**src/cramPkg.sv**
```systemverilog
`default_nettype none

package cramPkg;

  // Store geometry.
  localparam int cramWidth  = 84;                     // Bits per microword.
  localparam int cradrWidth = 11;                     // Control address bits.
  localparam int cramDepth  = 2048;                   // Words in the store.

  // Field widths of the microword, MSB first.
  localparam int jWidth     = cradrWidth;             // Jump address.
  localparam int skipWidth  = 6;                      // Skip condition code.
  localparam int dispWidth  = 5;                      // Dispatch code.
  localparam int callWidth  = 1;                      // Subroutine call flag.
  localparam int restWidth  = cramWidth - jWidth - skipWidth
                              - dispWidth - callWidth; // Datapath bits, 61.

  // Control RAM address.
  typedef logic [cradrWidth-1:0] tCRADR;

  // One microword as seen by the sequencer.
  // The datapath fields (AD, AR, SCAD and so on) stay packed in rest.
  typedef struct packed {
    tCRADR                j;                          // Next address base.
    logic [skipWidth-1:0] skip;                       // Forces bit 0 of J.
    logic [dispWidth-1:0] disp;                       // ORs into J or returns.
    logic                 call;                       // Push return address.
    logic [restWidth-1:0] rest;                       // Untouched payload.
  } tuCRAM;

endpackage

`default_nettype wire

```
**src/seqPkg.sv**
```systemverilog
`default_nettype none

package seqPkg;

  localparam int statusWidth   = 8;                   // Skip condition inputs.
  localparam int dispSrcWidth  = 4;                   // Dispatch source bits.
  localparam int stackDepth    = 4;                   // Return stack entries.
  localparam int stackCntWidth = $clog2(stackDepth + 1); // Counts 0 to 4.

  // Skip codes. Unlisted values never skip.
  typedef enum logic [cramPkg::skipWidth-1:0] {
    skipNever  = 6'd0,
    skipIfSet0 = 6'd1,                                // Status bit set.
    skipIfSet1 = 6'd2,
    skipIfSet2 = 6'd3,
    skipIfSet3 = 6'd4,
    skipIfSet4 = 6'd5,
    skipIfSet5 = 6'd6,
    skipIfSet6 = 6'd7,
    skipIfSet7 = 6'd8,
    skipIfClr0 = 6'd9,                                // Status bit clear.
    skipIfClr1 = 6'd10,
    skipIfClr2 = 6'd11,
    skipIfClr3 = 6'd12,
    skipIfClr4 = 6'd13,
    skipIfClr5 = 6'd14,
    skipIfClr6 = 6'd15,
    skipIfClr7 = 6'd16,
    skipAlways = 6'd17
  } tSkip;

  // Dispatch codes. Unlisted values act as dispNone.
  typedef enum logic [cramPkg::dispWidth-1:0] {
    dispNone = 5'd0,
    dispMul  = 5'd1,                                  // Two source bits.
    dispDram = 5'd2,                                  // Four source bits.
    dispRet  = 5'd3                                   // Pop return stack.
  } tDisp;

endpackage

`default_nettype wire

```
**src/cramBusIf.sv**
```systemverilog
`default_nettype none

interface cramBusIf;
  import cramPkg::*;

  // Fields of the current microword, driven from the output register.
  tCRADR                j;                            // Jump address.
  logic [skipWidth-1:0] skip;                         // Skip code.
  logic [dispWidth-1:0] disp;                         // Dispatch code.
  logic                 call;                         // Call flag.
  logic [restWidth-1:0] rest;                         // Datapath payload.

  // Control store side.
  modport store (
    output j, skip, disp, call, rest
  );

  // Skip and dispatch evaluators.
  modport eval (
    input skip, disp
  );

  // Next address logic.
  modport seq (
    input j, call
  );

endinterface

`default_nettype wire

```
**src/dispEval.sv**
```systemverilog
`default_nettype none

module dispEval (
  cramBusIf.eval                          bus,
  input  logic [seqPkg::dispSrcWidth-1:0] dispSrc,    // Dispatch source.
  output logic [seqPkg::dispSrcWidth-1:0] dispOr,     // ORed into low J bits.
  output logic                            retReq      // Take address from stack.
);
  import seqPkg::*;

  tDisp code;

  assign code = tDisp'(bus.disp);

  always_comb begin
    dispOr = '0;
    retReq = 1'b0;
    case (code)
      dispMul: begin
        dispOr = {2'b00, dispSrc[1:0]};               // Four way branch.
      end
      dispDram: begin
        dispOr = dispSrc;                             // Sixteen way branch.
      end
      dispRet: begin
        retReq = 1'b1;                                // Subroutine return.
      end
      default: begin
        dispOr = '0;                                  // J used unchanged.
      end
    endcase
  end

endmodule

`default_nettype wire

```
**src/flat_wrapper.sv**
```systemverilog
// flat-port wrapper written by rule: the top's interface ports become plain ports
module dispEval_flat import seqPkg::*;
  (dispSrc, dispOr, retReq, bus_skip, bus_disp);
  cramBusIf bus_i ();
  input  logic [seqPkg::dispSrcWidth-1:0] dispSrc;
  output logic [seqPkg::dispSrcWidth-1:0] dispOr;
  output logic retReq;
  input wire logic [$bits(bus_i.skip)-1:0] bus_skip;
  input wire logic [$bits(bus_i.disp)-1:0] bus_disp;
  assign bus_i.skip = bus_skip;
  assign bus_i.disp = bus_disp;
  dispEval u_core (.bus(bus_i), .dispSrc(dispSrc), .dispOr(dispOr), .retReq(retReq));
endmodule
```
**config.mk**
```make
export PLATFORM = sky130hd
export DESIGN_NAME = dispEval_flat
export DESIGN_NICKNAME = d
export VERILOG_FILES = /design/src/cramPkg.sv /design/src/seqPkg.sv /design/src/cramBusIf.sv /design/src/dispEval.sv /design/src/flat_wrapper.sv
export SDC_FILE = /design/constraint.sdc
export NUM_CORES = 1
export LEC_CHECK = 0
export BUFFER_PORTS_ARGS = -buffer_cell sky130_fd_sc_hd__buf_2
export CAP_MARGIN = 10
export CORE_AREA = 2 2 39 41
export DETAILED_ROUTE_END_ITERATION = 7
export DIE_AREA = 0 0 41 43
export SLEW_MARGIN = 20
export SYNTH_ARGS = -nofsm -noshare
export SYNTH_HDL_FRONTEND = slang
export SYNTH_SLANG_ARGS = --single-unit
```
**constraint.sdc**
```tcl
create_clock -name vclk -period 0.8
set_input_delay 0.08 -clock vclk [all_inputs]
set_output_delay 0.08 -clock vclk [all_outputs]
set_load 0.01 [all_outputs]
```
==> reports/results.tsv <==
metric	value	unit
cp_data_arrival_time	0.81	ns
layout_setup_ws	-0.0859	ns
grt-busiest-layer	met1	
mostFrequentLayoutCells	13 x buf_2, 3 x inv_1	
grt_util_met1	6.65	%
status	finished with violations	
power_leakage	0.000111	uW
ys.warnings.count	0	
violations	setup timing	
dieWidth	41	um
ys_seq_area_share	0	%
drt_iter0_drc	1	
max_slew_margin	84.0	%
grt.overflow.total	0	
antennaDiodeCount	0	
post_cts_buffers	0	
finalSetupViolations	5	
power_density	384	nW/um^2
grtUsageTotal	3.80	%
path_cells	buf_6 -> or2_4 -> nor4b_2 -> buf_2	
ctsHoldBuffers	0	
final_hold_viol_count	0	
maxCapViolations	0	
fmax	1130	MHz
grt_setup_unrepaired	yes	
end_kind	output port	
cpMaxStageDelayCell	or2_4	
nNetsFinal	42	
critical_path_class	in2out	
start_util	4.88	%
startpoint_type	primary input	
core_area	1380	um^2
vias	132	
grt_pass1_wl	503	um
cp_data_required_time	0.72	ns
drive_gt1_share	80.0	%
first_global_vias	125	
placementRows	14	
max_stage_delay	0.27	ns
vias_per_cell	3.22	
drc	0	
wire_per_inst	8.12	um
slew_viol_final	0	
period_needed	0.886	ns
use_met2	4.38	%
grtUsageMet3	1.57	%
post-route-period-util	111	%
grt_max_degree	6	
ioPinCount	20	
ant_nets	0	
worstMarginPinSlew	0.239	ns
design.seq.count	0	
crit_path_max_fanout	5	
worst_hold_path_type	in2out	
final-seq-area	0	um^2
dieArea	1760	um^2
dr.pass1.iters	2	
antenna_found_initial	0	
clockBufferCount	0	
avgSynthCellArea	6.14	um^2
placement.setup.worst_slack	-0.141	ns
place.gp.congestion	0.546	
final_common_cell	buf_2	
synth_cells	11	
totalWireLength	333	um
synth_area	67.6	um^2
nFillCells	148	
area_delta_synth_final	209	%
synth_cell_type_count	7	
whs	0.467	ns
place_hpwl	295	um
syn_nets	26	
place.port_buffers	14	
vdd_drop_max	0.000137	V
die_h	43	um
[power breakdown]
| group | total [uW] | switching (uW) | internal (uW) |
|---|---|---|---|
| Combinational | 80.3 | 37.2 | 43.0 |
| Sequential | 0 | 0 | 0 |
| Clock | 0 | 0 | 0 |
| Total | 80.3 | 37.2 | 43.0 |
[metal layers]
layer | part of all wire, % | vias up | routed length, um
li1 | - | 67 | -
met1 | 42 | 51 | 139
met4 | 0 | 0 | 0
met5 | 0 | - | 0
met2 | 25 | 14 | 82
met3 | 33 | 0 | 111
[synthesized netlist by cell type]
cell type / n / share of area (%)
inv_1: 3 / 17
nand2b_1: 1 / 9.3
nor3_1: 1 / 7.4
nor4_1: 2 / 19
nor4b_1: 2 / 26
or2_1: 1 / 9.3
xnor2_1: 1 / 13
[cell families (layout without fill, tap and decap cells)]
family | count (synthesis) | count (layout) | share of synthesized area (%)
XOR/XNOR | 1 | 1 | 13.0
AND/OR/NAND/NOR | 7 | 7 | 70.4
buffers and inverters | 3 | 17 | 16.7
[critical path, delay by kind of cell]
family                 cells  cell delay, ns
buffers and inverters      2            0.25
AND/OR/NAND/NOR            2            0.47
[through the flow]
stage | cell area [um^2] | std cells | total power, uW | TNS (ns) | util, %
floorplan | 67.6 | 11 | 21.2 | -0.152 | -
global placement | 158 | 41 | 51.6 | -0.662 | 11.4
detailed placement | 158 | 41 | 51.5 | -0.538 | 11.4
CTS | 193 | 41 | 69.5 | -0.303 | 13.9
global route | 209 | 41 | 87.2 | -0.607 | 15.1
finish | 209 | 41 | 80.3 | -0.328 | 15.1
[timing repair]
item,4_1_cts,5_1_grt
setup endpoints to repair,5,5
hold endpoints to repair,0,0
resized for setup,6,2
[layout make-up]
| type | instances | area (um^2) | area share, % |
|---|---|---|---|
| inverter | 3 | 11.3 | 5.39 |
| timing repair buffer | 14 | 76.3 | 36.5 |
| tap | 16 | 20.0 | 9.58 |
| multi-input combinational | 8 | 101 | 48.5 |
[path summary, 6_finish.rpt]
| path | startpoint | to | slack, ns | cells past startpoint |
|---|---|---|---|---|
| hold / removal | dispSrc[2] | dispOr[2] | 0.47 | 4 |
| setup / recovery | bus_disp[3] | dispOr[1] | -0.09 | 4 |
(Power assumes the default switching activity.)
