==> src/cramPkg.sv <==
`default_nettype none

package cramPkg;

  // Store geometry.
  localparam int cramWidth  = 84;                     // Bits per microword.
  localparam int cradrWidth = 11;                     // Control address bits.
  localparam int cramDepth  = 2048;                   // Words in the store.

  // Field widths of the microword, MSB first.
  localparam int jWidth     = cradrWidth;             // Jump address.
  localparam int skipWidth  = 6;                      // Skip condition code.
  localparam int dispWidth  = 5;                      // Dispatch code.
  localparam int callWidth  = 1;                      // Subroutine call flag.
  localparam int restWidth  = cramWidth - jWidth - skipWidth
                              - dispWidth - callWidth; // Datapath bits, 61.

  // Control RAM address.
  typedef logic [cradrWidth-1:0] tCRADR;

  // One microword as seen by the sequencer.
  // The datapath fields (AD, AR, SCAD and so on) stay packed in rest.
  typedef struct packed {
    tCRADR                j;                          // Next address base.
    logic [skipWidth-1:0] skip;                       // Forces bit 0 of J.
    logic [dispWidth-1:0] disp;                       // ORs into J or returns.
    logic                 call;                       // Push return address.
    logic [restWidth-1:0] rest;                       // Untouched payload.
  } tuCRAM;

endpackage

`default_nettype wire

==> src/seqPkg.sv <==
`default_nettype none

package seqPkg;

  localparam int statusWidth   = 8;                   // Skip condition inputs.
  localparam int dispSrcWidth  = 4;                   // Dispatch source bits.
  localparam int stackDepth    = 4;                   // Return stack entries.
  localparam int stackCntWidth = $clog2(stackDepth + 1); // Counts 0 to 4.

  // Skip codes. Unlisted values never skip.
  typedef enum logic [cramPkg::skipWidth-1:0] {
    skipNever  = 6'd0,
    skipIfSet0 = 6'd1,                                // Status bit set.
    skipIfSet1 = 6'd2,
    skipIfSet2 = 6'd3,
    skipIfSet3 = 6'd4,
    skipIfSet4 = 6'd5,
    skipIfSet5 = 6'd6,
    skipIfSet6 = 6'd7,
    skipIfSet7 = 6'd8,
    skipIfClr0 = 6'd9,                                // Status bit clear.
    skipIfClr1 = 6'd10,
    skipIfClr2 = 6'd11,
    skipIfClr3 = 6'd12,
    skipIfClr4 = 6'd13,
    skipIfClr5 = 6'd14,
    skipIfClr6 = 6'd15,
    skipIfClr7 = 6'd16,
    skipAlways = 6'd17
  } tSkip;

  // Dispatch codes. Unlisted values act as dispNone.
  typedef enum logic [cramPkg::dispWidth-1:0] {
    dispNone = 5'd0,
    dispMul  = 5'd1,                                  // Two source bits.
    dispDram = 5'd2,                                  // Four source bits.
    dispRet  = 5'd3                                   // Pop return stack.
  } tDisp;

endpackage

`default_nettype wire

==> src/cramBusIf.sv <==
`default_nettype none

interface cramBusIf;
  import cramPkg::*;

  // Fields of the current microword, driven from the output register.
  tCRADR                j;                            // Jump address.
  logic [skipWidth-1:0] skip;                         // Skip code.
  logic [dispWidth-1:0] disp;                         // Dispatch code.
  logic                 call;                         // Call flag.
  logic [restWidth-1:0] rest;                         // Datapath payload.

  // Control store side.
  modport store (
    output j, skip, disp, call, rest
  );

  // Skip and dispatch evaluators.
  modport eval (
    input skip, disp
  );

  // Next address logic.
  modport seq (
    input j, call
  );

endinterface

`default_nettype wire

==> src/skipEval.sv <==
`default_nettype none

module skipEval (
  cramBusIf.eval                      bus,
  input  logic [seqPkg::statusWidth-1:0] status,      // Condition inputs.
  output logic                        skipTaken       // Forces CRADR bit 0.
);
  import seqPkg::*;

  tSkip       code;
  logic [2:0] setIdx;                                 // Bit for the set group.
  logic [2:0] clrIdx;                                 // Bit for the clear group.

  assign code = tSkip'(bus.skip);

  // Offsets into each group of eight.
  assign setIdx = 3'(code - skipIfSet0);
  assign clrIdx = 3'(code - skipIfClr0);

  always_comb begin
    case (code) inside
      [skipIfSet0:skipIfSet7]: begin
        skipTaken = status[setIdx];                   // True polarity.
      end
      [skipIfClr0:skipIfClr7]: begin
        skipTaken = ~status[clrIdx];                  // Inverted polarity.
      end
      skipAlways: begin
        skipTaken = 1'b1;
      end
      default: begin
        skipTaken = 1'b0;                             // Never, and undefined codes.
      end
    endcase
  end

endmodule

`default_nettype wire

==> src/flat_wrapper.sv <==
// flat-port wrapper written by rule: the top's interface ports become plain ports
module skipEval_flat import seqPkg::*;
  (status, skipTaken, bus_skip, bus_disp);
  cramBusIf bus_i ();
  input  logic [seqPkg::statusWidth-1:0] status;
  output logic skipTaken;
  input wire logic [$bits(bus_i.skip)-1:0] bus_skip;
  input wire logic [$bits(bus_i.disp)-1:0] bus_disp;
  assign bus_i.skip = bus_skip;
  assign bus_i.disp = bus_disp;
  skipEval u_core (.bus(bus_i), .status(status), .skipTaken(skipTaken));
endmodule
==> config.mk <==
export PLATFORM = sky130hd
export DESIGN_NAME = skipEval_flat
export DESIGN_NICKNAME = d
export VERILOG_FILES = /design/src/cramPkg.sv /design/src/seqPkg.sv /design/src/cramBusIf.sv /design/src/skipEval.sv /design/src/flat_wrapper.sv
export SDC_FILE = /design/constraint.sdc
export NUM_CORES = 1
export LEC_CHECK = 0
export BUFFER_PORTS_ARGS = -buffer_cell sky130_fd_sc_hd__clkbuf_2
export CORE_AREA = 2 2 39 41
export DETAILED_ROUTE_END_ITERATION = 8
export DIE_AREA = 0 0 41 43
export SYNTH_ARGS = -nofsm -noshare
export SYNTH_HDL_FRONTEND = slang
export SYNTH_SLANG_ARGS = --single-unit
==> constraint.sdc <==
create_clock -name vclk -period 1
set_input_delay 0.05 -clock vclk [all_inputs]
set_output_delay 0.05 -clock vclk [all_outputs]
set_load 0.01 [all_outputs]
==> results.json <==
{
  "yosys-mux-area-fraction_pct": 30.9,
  "netlist_area_sq_um": 203,
  "cpPeakStageDelay_ns": 0.29,
  "violations": "setup timing",
  "synthAdderAreaFrac_pct": 12.3,
  "ant_nets": 0,
  "synth_top_cell_by_area": "mux4_1",
  "synth.area.top_cells": "mux4_1, ha_1, inv_1",
  "finalPower_uw": 183,
  "p_sw_uw": 71.7,
  "period_minus_slack_ns": 1.36,
  "nClkBuffers": 0,
  "p_seq_share_pct": 0,
  "avgViaCountPerCell": 4.51,
  "cp_max_fo": 4,
  "yosysSeqAreaShare_pct": 0,
  "rsz0062_at_grt": "true",
  "drc_errors": 0,
  "final_cells": 63,
  "dieArea_sq_um": 1760,
  "power.density_nw_per_um2": 434,
  "synth_top_family_by_area": "multiplexers",
  "status": "finished, violations left",
  "fmax_ghz": 0.735,
  "cp_slowest_cell": "mux4_2",
  "postCtsSetupBuffers": 0,
  "critPathKind": "input pin to output pin",
  "first_pass_iters": 2,
  "crit_required_ns": 0.95,
  "worst_slew_pin_slew_ns": 0.318,
  "hold_path.class": "input pin to output pin",
  "synth-xor-area-share_pct": 4.32,
  "vias": 284,
  "grt_max_degree": 6,
  "slew_viol_final": 0,
  "place_congestion": 0.625,
  "grt_antenna_before_repair": 0,
  "max_slew_margin_pct": 78.5,
  "seq_cells": 0,
  "grt_pass1_wl_um": 828,
  "pwr-share-comb_pct": 100.0,
  "grt_use_total_pct": 6.12,
  "synth_top_cell_area_share_pct": 25.9,
  "end_kind": "output pin",
  "final_nets": 70,
  "clkPwrFrac_pct": 0,
  "area_growth_pct": 108,
  "postSynthAreaPerCell_sq_um": 7.80,
  "layout-drive-gt1-share_pct": 63.8,
  "io_buffers": 15,
  "start_util_pct": 14.6,
  "first_global_vias": 261,
  "fp.dieH_um": 43,
  "io_pins": 20,
  "core-area_sq_um": 1380,
  "placed_cells": 63,
  "overflow": 0,
  "synth-compound-area-share_pct": 26.5,
  "hpwlAfterDp_um": 518,
  "intPower_uw": 111,
  "n_antenna_cell": 0,
  "die_w_um": 41,
  "wl_per_cell_um": 8.63,
  "critPathLaunchType": "input pin",
  "rows": 14,
  "vdd_ir_drop_max_v": 0.000176,
  "final_cell_mix": "clkbuf_2, buf_4",
  "yosysWarnings": 0,
  "leakage_uw": 0.000197,
  "setup_viol": 1,
  "placed_area_sq_um": 375,
  "netlist_instances": 26,
  "fin_crit_sh_pct": 136,
  "setup-tns-final_ns": -0.361,
  "hold_viol_final": 0,
  "p_sw_share_pct": 39.2,
  "synth-simple-area-share_pct": 16.7,
  "drt-total-wl_um": 544,
  "drtIter0Drc": 5,
  "crit_chain": "clkbuf_16, inv_8, ha_4, mux4_2, mux2i_2, o2111ai_2, o31ai_2, buf_2",
  "final_cell_area_sq_um": 422,
  "arrival_ns": 1.31,
  "ys_types": 17,
  "mostFrequentLayoutCell": "clkbuf_2",
  "drv_cap": 0,
  "syn_nets": 47,
  "regArea_sq_um": 0,
  "setup_ws_ns": -0.361
}
power groups by stage:
stage | clock network, uW | logic, uW | registers, uW
5_1_grt | 0 | 198 | 0
4_1_cts | 0 | 173 | 0
3_5_place_dp | 0 | 158 | 0
2_1_floorplan | 0 | 80.7 | 0
3_3_place_gp | 0 | 154 | 0
6_report | 0 | 183 | 0
area by class of cell:
class              count  area (sq um)
multi-input cells     21           204
fillers              148           962
repair buffers        22           168
inverters              4          30.0
well taps             16          20.0
worst paths after layout:
kind,start,to,depth (start not counted)
max,bus_skip[0],skipTaken,8
min,bus_skip[5],skipTaken,5
critical path: cells and delay by family:
family,cells,cell delay [ns]
muxes,2,0.49
buffers and inverters,3,0.31
adders and majority gates,1,0.25
AOI/OAI and AO/OA,2,0.21
metrics by stage:
| stage | worst slack, ns | util, % | hold slack (ns) |
|---|---|---|---|
| finish | -0.361 | 30.5 | 0.472 |
| global route | -0.433 | 30.5 | 0.520 |
| CTS | -0.378 | 30.0 | 0.462 |
| detailed placement | -0.462 | 27.1 | 0.461 |
| global placement | -0.422 | 27.1 | 0.455 |
| floorplan | -0.0826 | - | 0.263 |
routing by layer:
| metal | vias up | wire length, um | global-route usage (%) |
|---|---|---|---|
| met5 | - | 0 | 0 |
| met1 | 132 | 198 | 6.75 |
| met3 | 0 | 38 | 0 |
| met4 | 0 | 0 | 0 |
| met2 | 10 | 306 | 12.5 |
| li1 | 142 | - | - |
timing repair:
action / in CTS / in global routing
hold buffers: 0 / 0
pin swaps: 2 / 1
setup endpoints to repair: 1 / 1
gates resized for setup: 6 / 4
kinds of logic after synthesis:
group                    after synthesis
AO/OA/AOI/OAI                          8
AND/OR/NAND/NOR                        7
XOR/XNOR                               1
adder cells (fa/ha/maj)                2
buffers and inverters                  5
multiplexers                           3
cell usage after synthesis, drive strengths merged:
| master | count |
|---|---|
| nand2b | 2 |
| o41ai | 1 |
| ha | 2 |
| o22ai | 1 |
| nor2 | 2 |
| o21ai | 1 |
| clkbuf | 1 |
| inv | 4 |
| xnor2 | 1 |
| nand2 | 1 |
| o2111ai | 1 |
| o31ai | 1 |
| mux4 | 2 |
| nor3 | 2 |
| mux2i | 1 |
| a211oi | 1 |
| a21oi | 2 |
No activity file was read; power rests on OpenSTA's default activity.
