[config.mk]
export PLATFORM = sky130hd
export DESIGN_NAME = nextAddr_flat
export DESIGN_NICKNAME = d
export VERILOG_FILES = /design/src/cramPkg.sv /design/src/seqPkg.sv /design/src/cramBusIf.sv /design/src/nextAddr.sv /design/src/flat_wrapper.sv
export SDC_FILE = /design/constraint.sdc
export NUM_CORES = 1
export LEC_CHECK = 0
export ABC_CLOCK_PERIOD_IN_PS = 2070
export BUFFER_PORTS_ARGS = -buffer_cell sky130_fd_sc_hd__buf_4
export CORE_ASPECT_RATIO = 0.8
export CORE_MARGIN = 2
export CORE_UTILIZATION = 47
export DETAILED_ROUTE_END_ITERATION = 10
export PLACE_DENSITY = 0.66
export SLEW_MARGIN = 20
export SYNTH_ARGS = -nofsm -noshare
export SYNTH_HDL_FRONTEND = slang
export SYNTH_SLANG_ARGS = --single-unit
[constraint.sdc]
create_clock -name eboxClk -period 2.07 [get_ports eboxClk]
set_input_delay 0.5175 -clock eboxClk [delete_from_list [all_inputs] [get_ports eboxClk]]
set_output_delay 0.5175 -clock eboxClk [all_outputs]
set_load 0.005 [all_outputs]
[src/cramPkg.sv]
`default_nettype none

package cramPkg;

  // Store geometry.
  localparam int cramWidth  = 84;                     // Bits per microword.
  localparam int cradrWidth = 11;                     // Control address bits.
  localparam int cramDepth  = 2048;                   // Words in the store.

  // Field widths of the microword, MSB first.
  localparam int jWidth     = cradrWidth;             // Jump address.
  localparam int skipWidth  = 6;                      // Skip condition code.
  localparam int dispWidth  = 5;                      // Dispatch code.
  localparam int callWidth  = 1;                      // Subroutine call flag.
  localparam int restWidth  = cramWidth - jWidth - skipWidth
                              - dispWidth - callWidth; // Datapath bits, 61.

  // Control RAM address.
  typedef logic [cradrWidth-1:0] tCRADR;

  // One microword as seen by the sequencer.
  // The datapath fields (AD, AR, SCAD and so on) stay packed in rest.
  typedef struct packed {
    tCRADR                j;                          // Next address base.
    logic [skipWidth-1:0] skip;                       // Forces bit 0 of J.
    logic [dispWidth-1:0] disp;                       // ORs into J or returns.
    logic                 call;                       // Push return address.
    logic [restWidth-1:0] rest;                       // Untouched payload.
  } tuCRAM;

endpackage

`default_nettype wire

[src/seqPkg.sv]
`default_nettype none

package seqPkg;

  localparam int statusWidth   = 8;                   // Skip condition inputs.
  localparam int dispSrcWidth  = 4;                   // Dispatch source bits.
  localparam int stackDepth    = 4;                   // Return stack entries.
  localparam int stackCntWidth = $clog2(stackDepth + 1); // Counts 0 to 4.

  // Skip codes. Unlisted values never skip.
  typedef enum logic [cramPkg::skipWidth-1:0] {
    skipNever  = 6'd0,
    skipIfSet0 = 6'd1,                                // Status bit set.
    skipIfSet1 = 6'd2,
    skipIfSet2 = 6'd3,
    skipIfSet3 = 6'd4,
    skipIfSet4 = 6'd5,
    skipIfSet5 = 6'd6,
    skipIfSet6 = 6'd7,
    skipIfSet7 = 6'd8,
    skipIfClr0 = 6'd9,                                // Status bit clear.
    skipIfClr1 = 6'd10,
    skipIfClr2 = 6'd11,
    skipIfClr3 = 6'd12,
    skipIfClr4 = 6'd13,
    skipIfClr5 = 6'd14,
    skipIfClr6 = 6'd15,
    skipIfClr7 = 6'd16,
    skipAlways = 6'd17
  } tSkip;

  // Dispatch codes. Unlisted values act as dispNone.
  typedef enum logic [cramPkg::dispWidth-1:0] {
    dispNone = 5'd0,
    dispMul  = 5'd1,                                  // Two source bits.
    dispDram = 5'd2,                                  // Four source bits.
    dispRet  = 5'd3                                   // Pop return stack.
  } tDisp;

endpackage

`default_nettype wire

[src/cramBusIf.sv]
`default_nettype none

interface cramBusIf;
  import cramPkg::*;

  // Fields of the current microword, driven from the output register.
  tCRADR                j;                            // Jump address.
  logic [skipWidth-1:0] skip;                         // Skip code.
  logic [dispWidth-1:0] disp;                         // Dispatch code.
  logic                 call;                         // Call flag.
  logic [restWidth-1:0] rest;                         // Datapath payload.

  // Control store side.
  modport store (
    output j, skip, disp, call, rest
  );

  // Skip and dispatch evaluators.
  modport eval (
    input skip, disp
  );

  // Next address logic.
  modport seq (
    input j, call
  );

endinterface

`default_nettype wire

[src/nextAddr.sv]
`default_nettype none

module nextAddr (
  input  logic                            eboxClk,
  input  logic                            arstN,
  input  logic                            run,
  cramBusIf.seq                           bus,
  input  logic                            skipTaken,
  input  logic [seqPkg::dispSrcWidth-1:0] dispOr,
  input  logic                            retReq,
  output cramPkg::tCRADR                  cradr       // Address of next word.
);
  import cramPkg::*;
  import seqPkg::*;

  tCRADR                    curAdr;                   // Address of current word.
  tCRADR                    retAdr;                   // Value pushed on call.
  tCRADR                    popAdr;                   // Top of stack or zero.
  tCRADR                    jumpAdr;
  tCRADR                    stack [stackDepth];       // Entry 0 is the top.
  logic [stackCntWidth-1:0] stackCnt;                 // Valid entries.

  assign retAdr = curAdr + tCRADR'(1);

  // Empty stack returns to zero.
  assign popAdr = (stackCnt != '0) ? stack[0] : '0;

  // Dispatch bits and skip bit are merged into J.
  assign jumpAdr = bus.j | tCRADR'(dispOr) | tCRADR'(skipTaken);

  assign cradr = retReq ? popAdr : jumpAdr;

  always_ff @(posedge eboxClk or negedge arstN) begin
    if (!arstN) begin
      curAdr   <= '0;
      stackCnt <= '0;
      for (int i = 0; i < stackDepth; i++) begin
        stack[i] <= '0;
      end
    end else if (run) begin
      curAdr <= cradr;                                // Tracks the fetched word.
      if (retReq && bus.call) begin
        // Pop then push leaves only the top replaced.
        stack[0] <= retAdr;
        if (stackCnt == '0) begin
          stackCnt <= stackCntWidth'(1);
        end
      end else if (bus.call) begin
        stack[0] <= retAdr;                           // Oldest entry falls off.
        for (int i = 1; i < stackDepth; i++) begin
          stack[i] <= stack[i-1];
        end
        if (stackCnt != stackCntWidth'(stackDepth)) begin
          stackCnt <= stackCnt + stackCntWidth'(1);
        end
      end else if (retReq) begin
        for (int i = 0; i < stackDepth - 1; i++) begin
          stack[i] <= stack[i+1];                     // Shift up.
        end
        stack[stackDepth-1] <= '0;                    // Keep unused slots zero.
        if (stackCnt != '0) begin
          stackCnt <= stackCnt - stackCntWidth'(1);
        end
      end
    end
  end

endmodule

`default_nettype wire

[src/flat_wrapper.sv]
// flat-port wrapper written by rule: the top's interface ports become plain ports
module nextAddr_flat import cramPkg::*; import seqPkg::*;
  (eboxClk, arstN, run, skipTaken, dispOr, retReq, cradr, bus_j, bus_call);
  cramBusIf bus_i ();
  input  logic eboxClk;
  input  logic arstN;
  input  logic run;
  input  logic skipTaken;
  input  logic [seqPkg::dispSrcWidth-1:0] dispOr;
  input  logic retReq;
  output cramPkg::tCRADR cradr;
  input wire logic [$bits(bus_i.j)-1:0] bus_j;
  input wire logic [$bits(bus_i.call)-1:0] bus_call;
  assign bus_i.j = bus_j;
  assign bus_i.call = bus_call;
  nextAddr u_core (.eboxClk(eboxClk), .arstN(arstN), .run(run), .bus(bus_i), .skipTaken(skipTaken), .dispOr(dispOr), .retReq(retReq), .cradr(cradr));
endmodule
==> metrics.md, run 1 <==
| Metric | Value |
|---|---|
| Status | `complete, no violations` |
| Final TNS setup | `0 ns` |
| Cell Area, Placed | `roughly 0.0032 mm2` |
| Remaining Overflow, GRT | `0` |
| Port buffer count | `31` |
| Top cell type's share of synthesized area | `roughly 50%` |
| WP data required | `1.55 ns` |
| Fin. Hold Viols | `0` |
| Initial antenna violation count | `0` |
| Met3 Use GR | `around 5.1%` |
| TritonCTS buffer count | `9` |
| Seq/Total Area, Yosys | `50.4%` |
| PD cells | `about 1000 mW/mm2` |
| Worst-skew pair later-pin latency | `0.33 ns` |
| Core Region | `0.00591 mm2` |
| RSZ-0062 raised after global routing | `yes` |
| DR pass1 iterations | `4` |
| Startpoint types | `register` |
| Slew @ Worst Pin | `around 0.74 ns` |
| Wire per inst | `roughly 15 um` |
| Worst VDD drop | `between 0.5 and 0.6 mV` |
| Global route hottest layer | `met2` |
| Synth-to-layout area growth | `20.1%` |
| Hold_buf cts | `0` |
| Pin count of the biggest net entering global routing | `between 50 and 60` |
| Leakage power | `between 1.5 and 2 nW` |
| Vias in the first global route | `around 2100` |
| DR iter-0 viols | `approximately 150` |
| Post-synth EDFFs | `0` |
| Syn. warnings | `0` |
| RD Place Congestion | `between 0.7 and 0.8` |
| DRC viols | `0` |
| CTS root buffer | `clkbuf_8` |
| Commonest non-fill, non-tap cell in the layout | `nand2_1` |
| Max_cap viols | `0` |
| Final setup violation count | `0` |
| H-tree depth | `3` |
| Largest fanout on the critical path | `6` |
| Final WL | `approximately 6.3 mm` |
| Clock buffer depth | `2` |
| Hold crit path type | `input port to async pin` |
| IO Count | `32` |
| Yosys reg bits | `58` |
| First-pass GRT wire length | `10.6 mm` |
| Tmin final | `roughly 2.1 ns` |
| # rows | `25` |
| Final instance area | `around 0.0035 mm2` |
| Total GRT Usage | `20.3%` |
| GR Util met2 | `a little under a third` |
| CTS tree | `built` |
| Netlist Area Pre-Place | `~0.0029 mm2` |
| Most frequent cells in the layout | `59 x nand2_1, 56 x dfrtp_1, 42 x buf_4` |
| Die W | `approximately 92 um` |
| ANT cells | `0` |
| Fin nets | `about 350` |
| Vias | `approximately 2200` |
| Die area | `a little under 0.007 mm2` |
| Crit path DAT | `around 1.5 ns` |
| Chip Height | `between 70 and 80 um` |
| Relative max-transition margin | `between 50% and 60%` |
| Synth top area cells | `dfrtp_1 50%, mux2i_1 8.7%, nand2_1 7.7%` |
| DP HPWL | `about 4.3 mm` |
| Max Clk Rate | `0.487 GHz` |
| Syn Area/Cell | `approximately 10 um2` |
| Post-synth top area cell | `dfrtp_1` |
| Initial Utilization | `48.7%` |
| Mapped Cells | `289` |
| Antenna-violating nets left | `0` |
| Setup Crit Path Kind | `register to primary output` |
| Post-Syn Nets | `around 310` |
| Fraction of registers with async set/reset | `100%` |
| Post-synth top flop | `dfrtp_1` |
| Distinct cells, synth | `41` |
| M1 GR Usage | `between 20% and 30%` |
| DR vias/cell | `5.34` |
| Crit. End Element | `primary output` |
| CTS sink cnt | `58` |
| Share of cells above drive strength 1 | `23.1%` |
| Final slew viol count | `0` |
| Clock Skew | `approximately 0.0097 ns` |
| Clock Pin Slew Worst Setup and Hold Paths | `around 0.060 ns` |
| Tcrit/Tclk final | `between 90% and 100%` |
==> sequential cells by signal, summed over array words and instances, names as in the netlist <==
name / cells
u_core.stack: 44
u_core.curAdr: 11
u_core.stackCnt: 3
==> area by class of cell <==
type	instances	area, um2
clock buffer	14	173
clock inverter	2	10.0
fill	517	2450
inverter	4	15.0
multi-input combinational	211	1350
sequential	58	1450
tap	81	101
timing repair buffer	44	355
==> metal layers <==
metal | share of wire, % | vias up
met1 | 50 | 1056
met3 | 3.7 | 11
met4 | 1.4 | 0
met2 | 45 | 42
li1 | - | 1100
met5 | 0 | -
==> per-stage QoR <==
step | util (%) | power [mW] | instances | setup WS (ns) | hold WS (ns)
finish | 58.5 | 3.47 | 414 | 0.0147 | 0.238
global route | 58.5 | 3.70 | 414 | -0.0404 | 0.309
detailed placement | 54.7 | 2.47 | 395 | 0.0571 | 0.457
CTS | 58.2 | 3.47 | 412 | 0.00834 | 0.269
global placement | 54.7 | 2.45 | 395 | 0.113 | 0.451
floorplan | - | 2.16 | 289 | 0.0201 | 0.222
==> critical path: stages, from the launching register on <==
cell and delay [ns]:
dfrtp_2 0.45, o31a_4 0.41, a22o_1 0.21, buf_4 0.14
==> cell usage after synthesis, types with 2 or more instances <==
cell type / number
o22ai_1: 2
buf_6: 2
nand2b_1: 2
dfrtp_1: 58
nor2_1: 8
buf_2: 4
o31a_1: 2
inv_1: 3
a22o_1: 7
mux2i_1: 25
xnor2_1: 3
a22oi_1: 4
xor2_1: 6
nand4_1: 4
ha_1: 3
nand2_1: 59
nor3_1: 2
a21oi_1: 4
and3_1: 2
o21ai_0: 37
mux2_2: 10
nor2b_1: 2
clkbuf_1: 9
nand3_1: 14
==> worst paths after layout <==
path	startpoint	end	slack (ns)	cells past startpoint
max in group asynchronous	arstN	u_core.stackCnt[0]	1.29	1
worst max-delay path	u_core.stackCnt[0]	cradr[8]	0.01	3
worst min register to register	u_core.stack[5]	u_core.stack[5]	0.47	2
min in group eboxClk	u_core.stack[5]	u_core.stack[5]	0.47	2
worst max register to register	u_core.stackCnt[0]	u_core.stackCnt[2]	0.29	6
worst min-delay path	arstN	u_core.stack[10]	0.24	1
==> cells by family after synthesis <==
group,share of synthesized area [%]
fa+ha+maj,2.00
flops,50.4
xor+xnor,2.74
mux,13.1
compound gates,13.5
buf+inv,3.61
simple gates,14.6
==> report_power, final <==
| group | switching [mW] | leakage [nW] | internal, mW |
|---|---|---|---|
| sequential | 0.273 | 0.755 | 1.40 |
| combinational | 0.400 | 0.787 | 0.443 |
| clock | 0.430 | 0.0965 | 0.530 |
==> timing repair <==
item,CTS,global route
gates resized for setup,3,4
cloned,1,0
pin swaps,1,2
endpoints found under the setup margin,11,12
setup buffers,0,2
Note: power is estimated with default switching activity, not from simulation.
==> run 2: changes to the inputs <==
--- a/config.mk
+++ b/config.mk
@@ -10,8 +10,11 @@
 export CORE_ASPECT_RATIO = 0.8
 export CORE_MARGIN = 2
 export CORE_UTILIZATION = 47
+export CTS_BUF_LIST = sky130_fd_sc_hd__clkbuf_8
+export CTS_CLUSTER_DIAMETER = 40
 export DETAILED_ROUTE_END_ITERATION = 10
 export PLACE_DENSITY = 0.66
+export SETUP_SLACK_MARGIN = 0.4
 export SLEW_MARGIN = 20
 export SYNTH_ARGS = -nofsm -noshare
 export SYNTH_HDL_FRONTEND = slang
==> run 2 against run 1 <==
  * Largest cell class unchanged
  * Die area unchanged
  * Largest power group unchanged
  * Hold slack got worse by 0.0049 ns
  * First-iteration DRC count shrank 25%
  * Wire length up 1.8%
  * Highest routed layer unchanged
  * Design area is 1.3% higher
  * Register-to-register slack improved by 0.07 ns
  * The flow now finishes with violations (negative setup slack)
==> metrics.md, run 2 (synthesis gave the netlist of run 1 again) <==
| Metric | Value |
|---|---|
| Commonest non-fill, non-tap cell in the layout | `nand2_1` |
| Hold_buf cts | `0` |
| Antenna-violating nets left | `0` |
| Relative max-transition margin | `around half` |
| Setup Crit Path Kind | `register to primary output` |
| Clock buffer depth | `2` |
| Vias | `2252` |
| PD cells | `991 mW/mm2` |
| RSZ-0062 raised after global routing | `yes` |
| RD Place Congestion | `0.778` |
| Chip Height | `approximately 74 um` |
| WP data required | `1.55 ns` |
| Leakage power | `about 1.6 nW` |
| Wire per inst | `around 16 um` |
| Finished Layout Cells | `just over 400` |
| Pin count of the biggest net entering global routing | `~60` |
| Largest fanout on the critical path | `7` |
| CTS root buffer | `clkbuf_8` |
| Fin nets | `about 350` |
| Max Clk Rate | `a little under 0.5 GHz` |
| Final slew viol count | `0` |
| Tmin final | `between 2 and 2.5 ns` |
| Status | `finished, violations left` |
| Max_cap viols | `0` |
| Tcrit/Tclk final | `100%` |
| Crit path DAT | `1.55 ns` |
| IO Count | `32` |
| Port buffer count | `31` |
| Cell Area, Placed | `between 0.003 and 0.004 mm2` |
| TritonCTS buffer count | `9` |
| DR pass1 iterations | `4` |
| First-pass GRT wire length | `10.5 mm` |
| Die W | `91.5 um` |
| ANT cells | `0` |
| Hold crit path type | `input port to async pin` |
| Worst-skew pair later-pin latency | `0.34 ns` |
| Initial antenna violation count | `0` |
| H-tree depth | `3` |
| # rows | `25` |
| CTS sink cnt | `58` |
| Largest registers | `u_core.stack (44), u_core.curAdr (11), u_core.stackCnt (3)` |
| Fin. Hold Viols | `0` |
| Core Region | `approximately 0.0059 mm2` |
| Share of cells above drive strength 1 | `around a quarter` |
| Vias in the first global route | `2129` |
| DR vias/cell | `around 5.4` |
| Worst VDD drop | `just under 0.6 mV` |
| Initial Utilization | `slightly below 50%` |
| Clock Skew | `around 0.0066 ns` |
| Placed cells | `~390` |
| Final setup violation count | `1` |
| Die area | `0.00677 mm2` |
| CTS tree | `built` |
| Reg2reg setup slack | `around 0.36 ns` |
| Synth-to-layout area growth | `21.7%` |
| Final instance area | `0.00350 mm2` |
| Layout Utilization | `between 50% and 60%` |
| DRC viols | `0` |
| Clock Pin Slew Worst Setup and Hold Paths | `about 0.060 ns` |
| Worst slack, placed | `0.124 ns` |
| Worst setup margin | `-0.000592 ns` |
| Final WL | `roughly 6.5 mm` |
| Total power | `between 3 and 4 mW` |
| Register with the most flip-flops | `u_core.stack` |
| Slew @ Worst Pin | `between 0.7 and 0.8 ns` |
| DP HPWL | `4.28 mm` |
| Most frequent cells in the layout | `58 x nand2_1, 57 x dfrtp_1, 43 x buf_4` |
| Total GRT Usage | `20.2%` |
| Hold WS | `approximately 0.23 ns` |
| DR iter-0 viols | `between 100 and 150` |
| Startpoint types | `register` |
| FILL cells | `just under 500` |
| Final TNS setup | `-0.000592 ns` |
| Remaining Overflow, GRT | `0` |
| Max FFs per register | `between 40 and 50` |
| Crit. End Element | `primary output` |
| Failing checks | `negative setup slack` |
[run 2: cell type report]
cell class,instances,area (um2),area share (%)
clock buffer,10,138,3.93
sequential,58,1450,41.4
clock inverter,6,26.3,0.750
tap,81,101,2.89
timing repair buffer,45,345,9.85
inverter,4,22.5,0.643
multi-input combinational,210,1420,40.5
[run 2: routing by layer]
metal	share of wire [%]	global-route usage [%]
met1	49	27.1
met2	46	30.6
met4	0.71	6.06
met3	4.3	7.80
met5	0	0
[run 2: worst max-delay path, stage by stage, from the launching register on]
cell and delay, ns:
dfrtp_1 0.40, o31a_1 0.32, buf_6 0.14, a22o_1 0.20
buf_4 0.14
[run 2: what timing repair did]
item,in CTS,in global routing
gates resized for setup,8,11
setup endpoints to repair,12,13
hold endpoints to repair,0,0
setup buffers,2,2
pin swaps,4,5
[run 2: final timing paths]
check | cells past startpoint | to | startpoint
max | 4 | cradr[9] | u_core.stackCnt[2]
min | 1 | u_core.stack[19] | arstN
max reg2reg | 7 | u_core.stackCnt[2] | u_core.stackCnt[0]
min reg2reg | 2 | u_core.stack[2] | u_core.stack[2]
max in group asynchronous | 1 | u_core.stackCnt[1] | arstN
min in group eboxClk | 2 | u_core.stack[2] | u_core.stack[2]
[run 2: power breakdown]
group	total, mW	switching [mW]	internal, mW
sequential	1.65	0.251	1.40
combinational	0.941	0.462	0.479
clock	0.884	0.437	0.447
==> run 3: changes to the inputs <==
--- a/config.mk
+++ b/config.mk
@@ -13,6 +13,7 @@
 export CTS_BUF_LIST = sky130_fd_sc_hd__clkbuf_8
 export CTS_CLUSTER_DIAMETER = 40
 export DETAILED_ROUTE_END_ITERATION = 10
+export MAX_ROUTING_LAYER = met4
 export PLACE_DENSITY = 0.66
 export SETUP_SLACK_MARGIN = 0.4
 export SLEW_MARGIN = 20
==> constraint.sdc (replaced) <==
create_clock -name eboxClk -period 2.07 [get_ports eboxClk]
set_input_delay 0.5175 -clock eboxClk [delete_from_list [all_inputs] [get_ports eboxClk]]
set_output_delay 0.5175 -clock eboxClk [all_outputs]
set_load 0.1 [all_outputs]
==> run 3 against run 2 <==
  * The flow still finishes with violations (negative setup slack)
  * Wire length up 1.8%
  * Hold slack better by 0.013 ns
  * Count of clock-buffer cells in the layout down 1
  * Fmax down 5.5%
  * Sequential power about the same
  * Setup slack worse by 0.12 ns
  * Largest cell class is now multi-input combinational cells
==> metrics.md, run 3 (synthesis gave the netlist of run 1 again) <==
| Metric | Value |
|---|---|
| DP HPWL | `around 4.3 mm` |
| Total GRT Usage | `21.4%` |
| Slew @ Worst Pin | `approximately 0.74 ns` |
| Reg area | `roughly 0.0015 mm2` |
| Worst setup margin | `-0.122 ns` |
| Startpoint types | `register` |
| Post-Route M1 WL | `3.01 mm` |
| Commonest non-fill, non-tap cell in the layout | `dfrtp_1` |
| Met2 wire length | `around 3.3 mm` |
| Register with the most flip-flops | `u_core.stack` |
| DR iter-0 viols | `180` |
| Max_cap viols | `0` |
| Pin count of the biggest net entering global routing | `59` |
| # rows | `25` |
| Setup Crit Path Kind | `register to primary output` |
| Largest fanout on the critical path | `3` |
| Initial Utilization | `just under 50%` |
| Leakage power | `1.76 nW` |
| Die area | `between 0.006 and 0.007 mm2` |
| Vias in the first global route | `about 2200` |
| Largest registers | `u_core.stack (44), u_core.curAdr (11), u_core.stackCnt (3)` |
| Relative max-transition margin | `50.8%` |
| Fin. Hold Viols | `0` |
| Share of cells above drive strength 1 | `between 30 and 40%` |
| Highest Signal Layer | `met4` |
| Failing checks | `negative setup slack` |
| Tcrit/Tclk final | `106%` |
| Crit path DAT | `~1.7 ns` |
| Cell Area, Placed | `about 0.0034 mm2` |
| Crit. End Element | `primary output` |
| Placed cells | `slightly below 400` |
| Clock Skew | `~0.0057 ns` |
| Met3 wire length | `between 200 and 250 um` |
| Most frequent cells in the layout | `58 x dfrtp_1, 54 x nand2_1, 32 x o21ai_0, 32 x buf_4, 25 x mux2i_1` |
| DRC viols | `0` |
| IO Count | `32` |
| Die W | `between 90 and 100 um` |
| Status | `finished, violations left` |
| DR vias/cell | `between 5 and 6` |
| PD cells | `roughly 1100 mW/mm2` |
| Clock buffer depth | `2` |
| Vias | `roughly 2200` |
| H-tree depth | `3` |
| CTS sink cnt | `58` |
| Worst-skew pair later-pin latency | `about 0.33 ns` |
| RD Place Congestion | `roughly 0.83` |
| Chip Height | `~74 um` |
| Antenna-violating nets left | `0` |
| Worst VDD drop | `~0.62 mV` |
| Fin nets | `roughly 360` |
| ANT cells | `0` |
| Final slew viol count | `0` |
| Area of the multi-input gates | `around 0.0016 mm2` |
| TritonCTS buffer count | `9` |
| Max Clk Rate | `roughly 0.46 GHz` |
| Initial antenna violation count | `0` |
| First-pass GRT wire length | `10.7 mm` |
| Final setup violation count | `11` |
| Final instance area | `about 0.0038 mm2` |
| FILL cells | `between 400 and 500` |
| Port buffer count | `31` |
| Synth-to-layout area growth | `33.2%` |
| Clock Pin Slew Worst Setup and Hold Paths | `~0.07 ns` |
| DR pass1 iterations | `4` |
| Tmin final | `2.19 ns` |
| Finished Layout Cells | `approximately 420` |
| Worst slack, placed | `around 0.086 ns` |
| Max FFs per register | `44` |
| Remaining Overflow, GRT | `0` |
| CTS root buffer | `clkbuf_8` |
| RSZ-0062 raised after global routing | `yes` |
| Final WL | `about 6.6 mm` |
| WP data required | `around 1.6 ns` |
| CTS tree | `built` |
| Hold crit path type | `input port to async pin` |
| Wire per inst | `15.8 um` |
| Core Region | `0.00591 mm2` |
-- run 3: cell type report --
type / count / area share, %
clock buffer: 9 / 3.23
timing repair buffer: 47 / 13.2
sequential: 58 / 37.8
clock inverter: 7 / 1.83
tap: 81 / 2.64
multi-input combinational: 210 / 40.7
inverter: 4 / 0.587
-- run 3: worst max-delay path, cell delays in order (launching register included) --
cell,delay [ns]
dfrtp_1,0.39
o31a_1,0.36
buf_4,0.18
a22o_4,0.23
buf_12,0.17
-- run 3: what timing repair did --
action	4_1_cts	5_1_grt
setup endpoints to repair	12	15
pin swaps	0	3
hold buffers	0	0
gates resized for setup	43	10
setup buffers	1	2
-- run 3: final timing paths --
| kind | to | slack (ns) | startpoint | cells past startpoint |
|---|---|---|---|---|
| min in group eboxClk | u_core.stack[3] | 0.47 | u_core.stack[3] | 2 |
| worst min register to register | u_core.stack[3] | 0.47 | u_core.stack[3] | 2 |
| worst max-delay path | cradr[7] | -0.12 | u_core.stackCnt[1] | 4 |
| worst max register to register | u_core.stackCnt[2] | 0.32 | u_core.stackCnt[0] | 8 |
| worst min-delay path | u_core.stackCnt[1] | 0.25 | arstN | 1 |
| max in group asynchronous | u_core.stack[17] | 1.34 | arstN | 1 |
-- run 3: per-stage QoR --
stage	power [mW]	TNS (ns)	utilization [%]	hold WS [ns]
after floorplan	2.56	0	-	0.222
after global placement	2.86	0	57.5	0.451
after detailed placement	2.88	0	57.5	0.456
after CTS	4.07	-0.904	63.8	0.265
after global routing	4.36	-1.56	64.9	0.302
final	4.14	-1.16	64.9	0.246
-- run 3: report_power, final --
group / internal (mW) / total (mW) / leakage (nW) / switching [mW]
Combinational: 0.660 / 1.47 / 0.917 / 0.807
Sequential: 1.39 / 1.65 / 0.757 / 0.261
Clock: 0.550 / 1.02 / 0.0873 / 0.467
-- run 3: metal layers --
| layer | vias to the layer above | GRT usage, % |
|---|---|---|
| met5 | - | - |
| met4 | 0 | 7.58 |
| met3 | 6 | 5.98 |
| met2 | 43 | 33.9 |
| met1 | 1082 | 26.7 |
| li1 | 1104 | - |
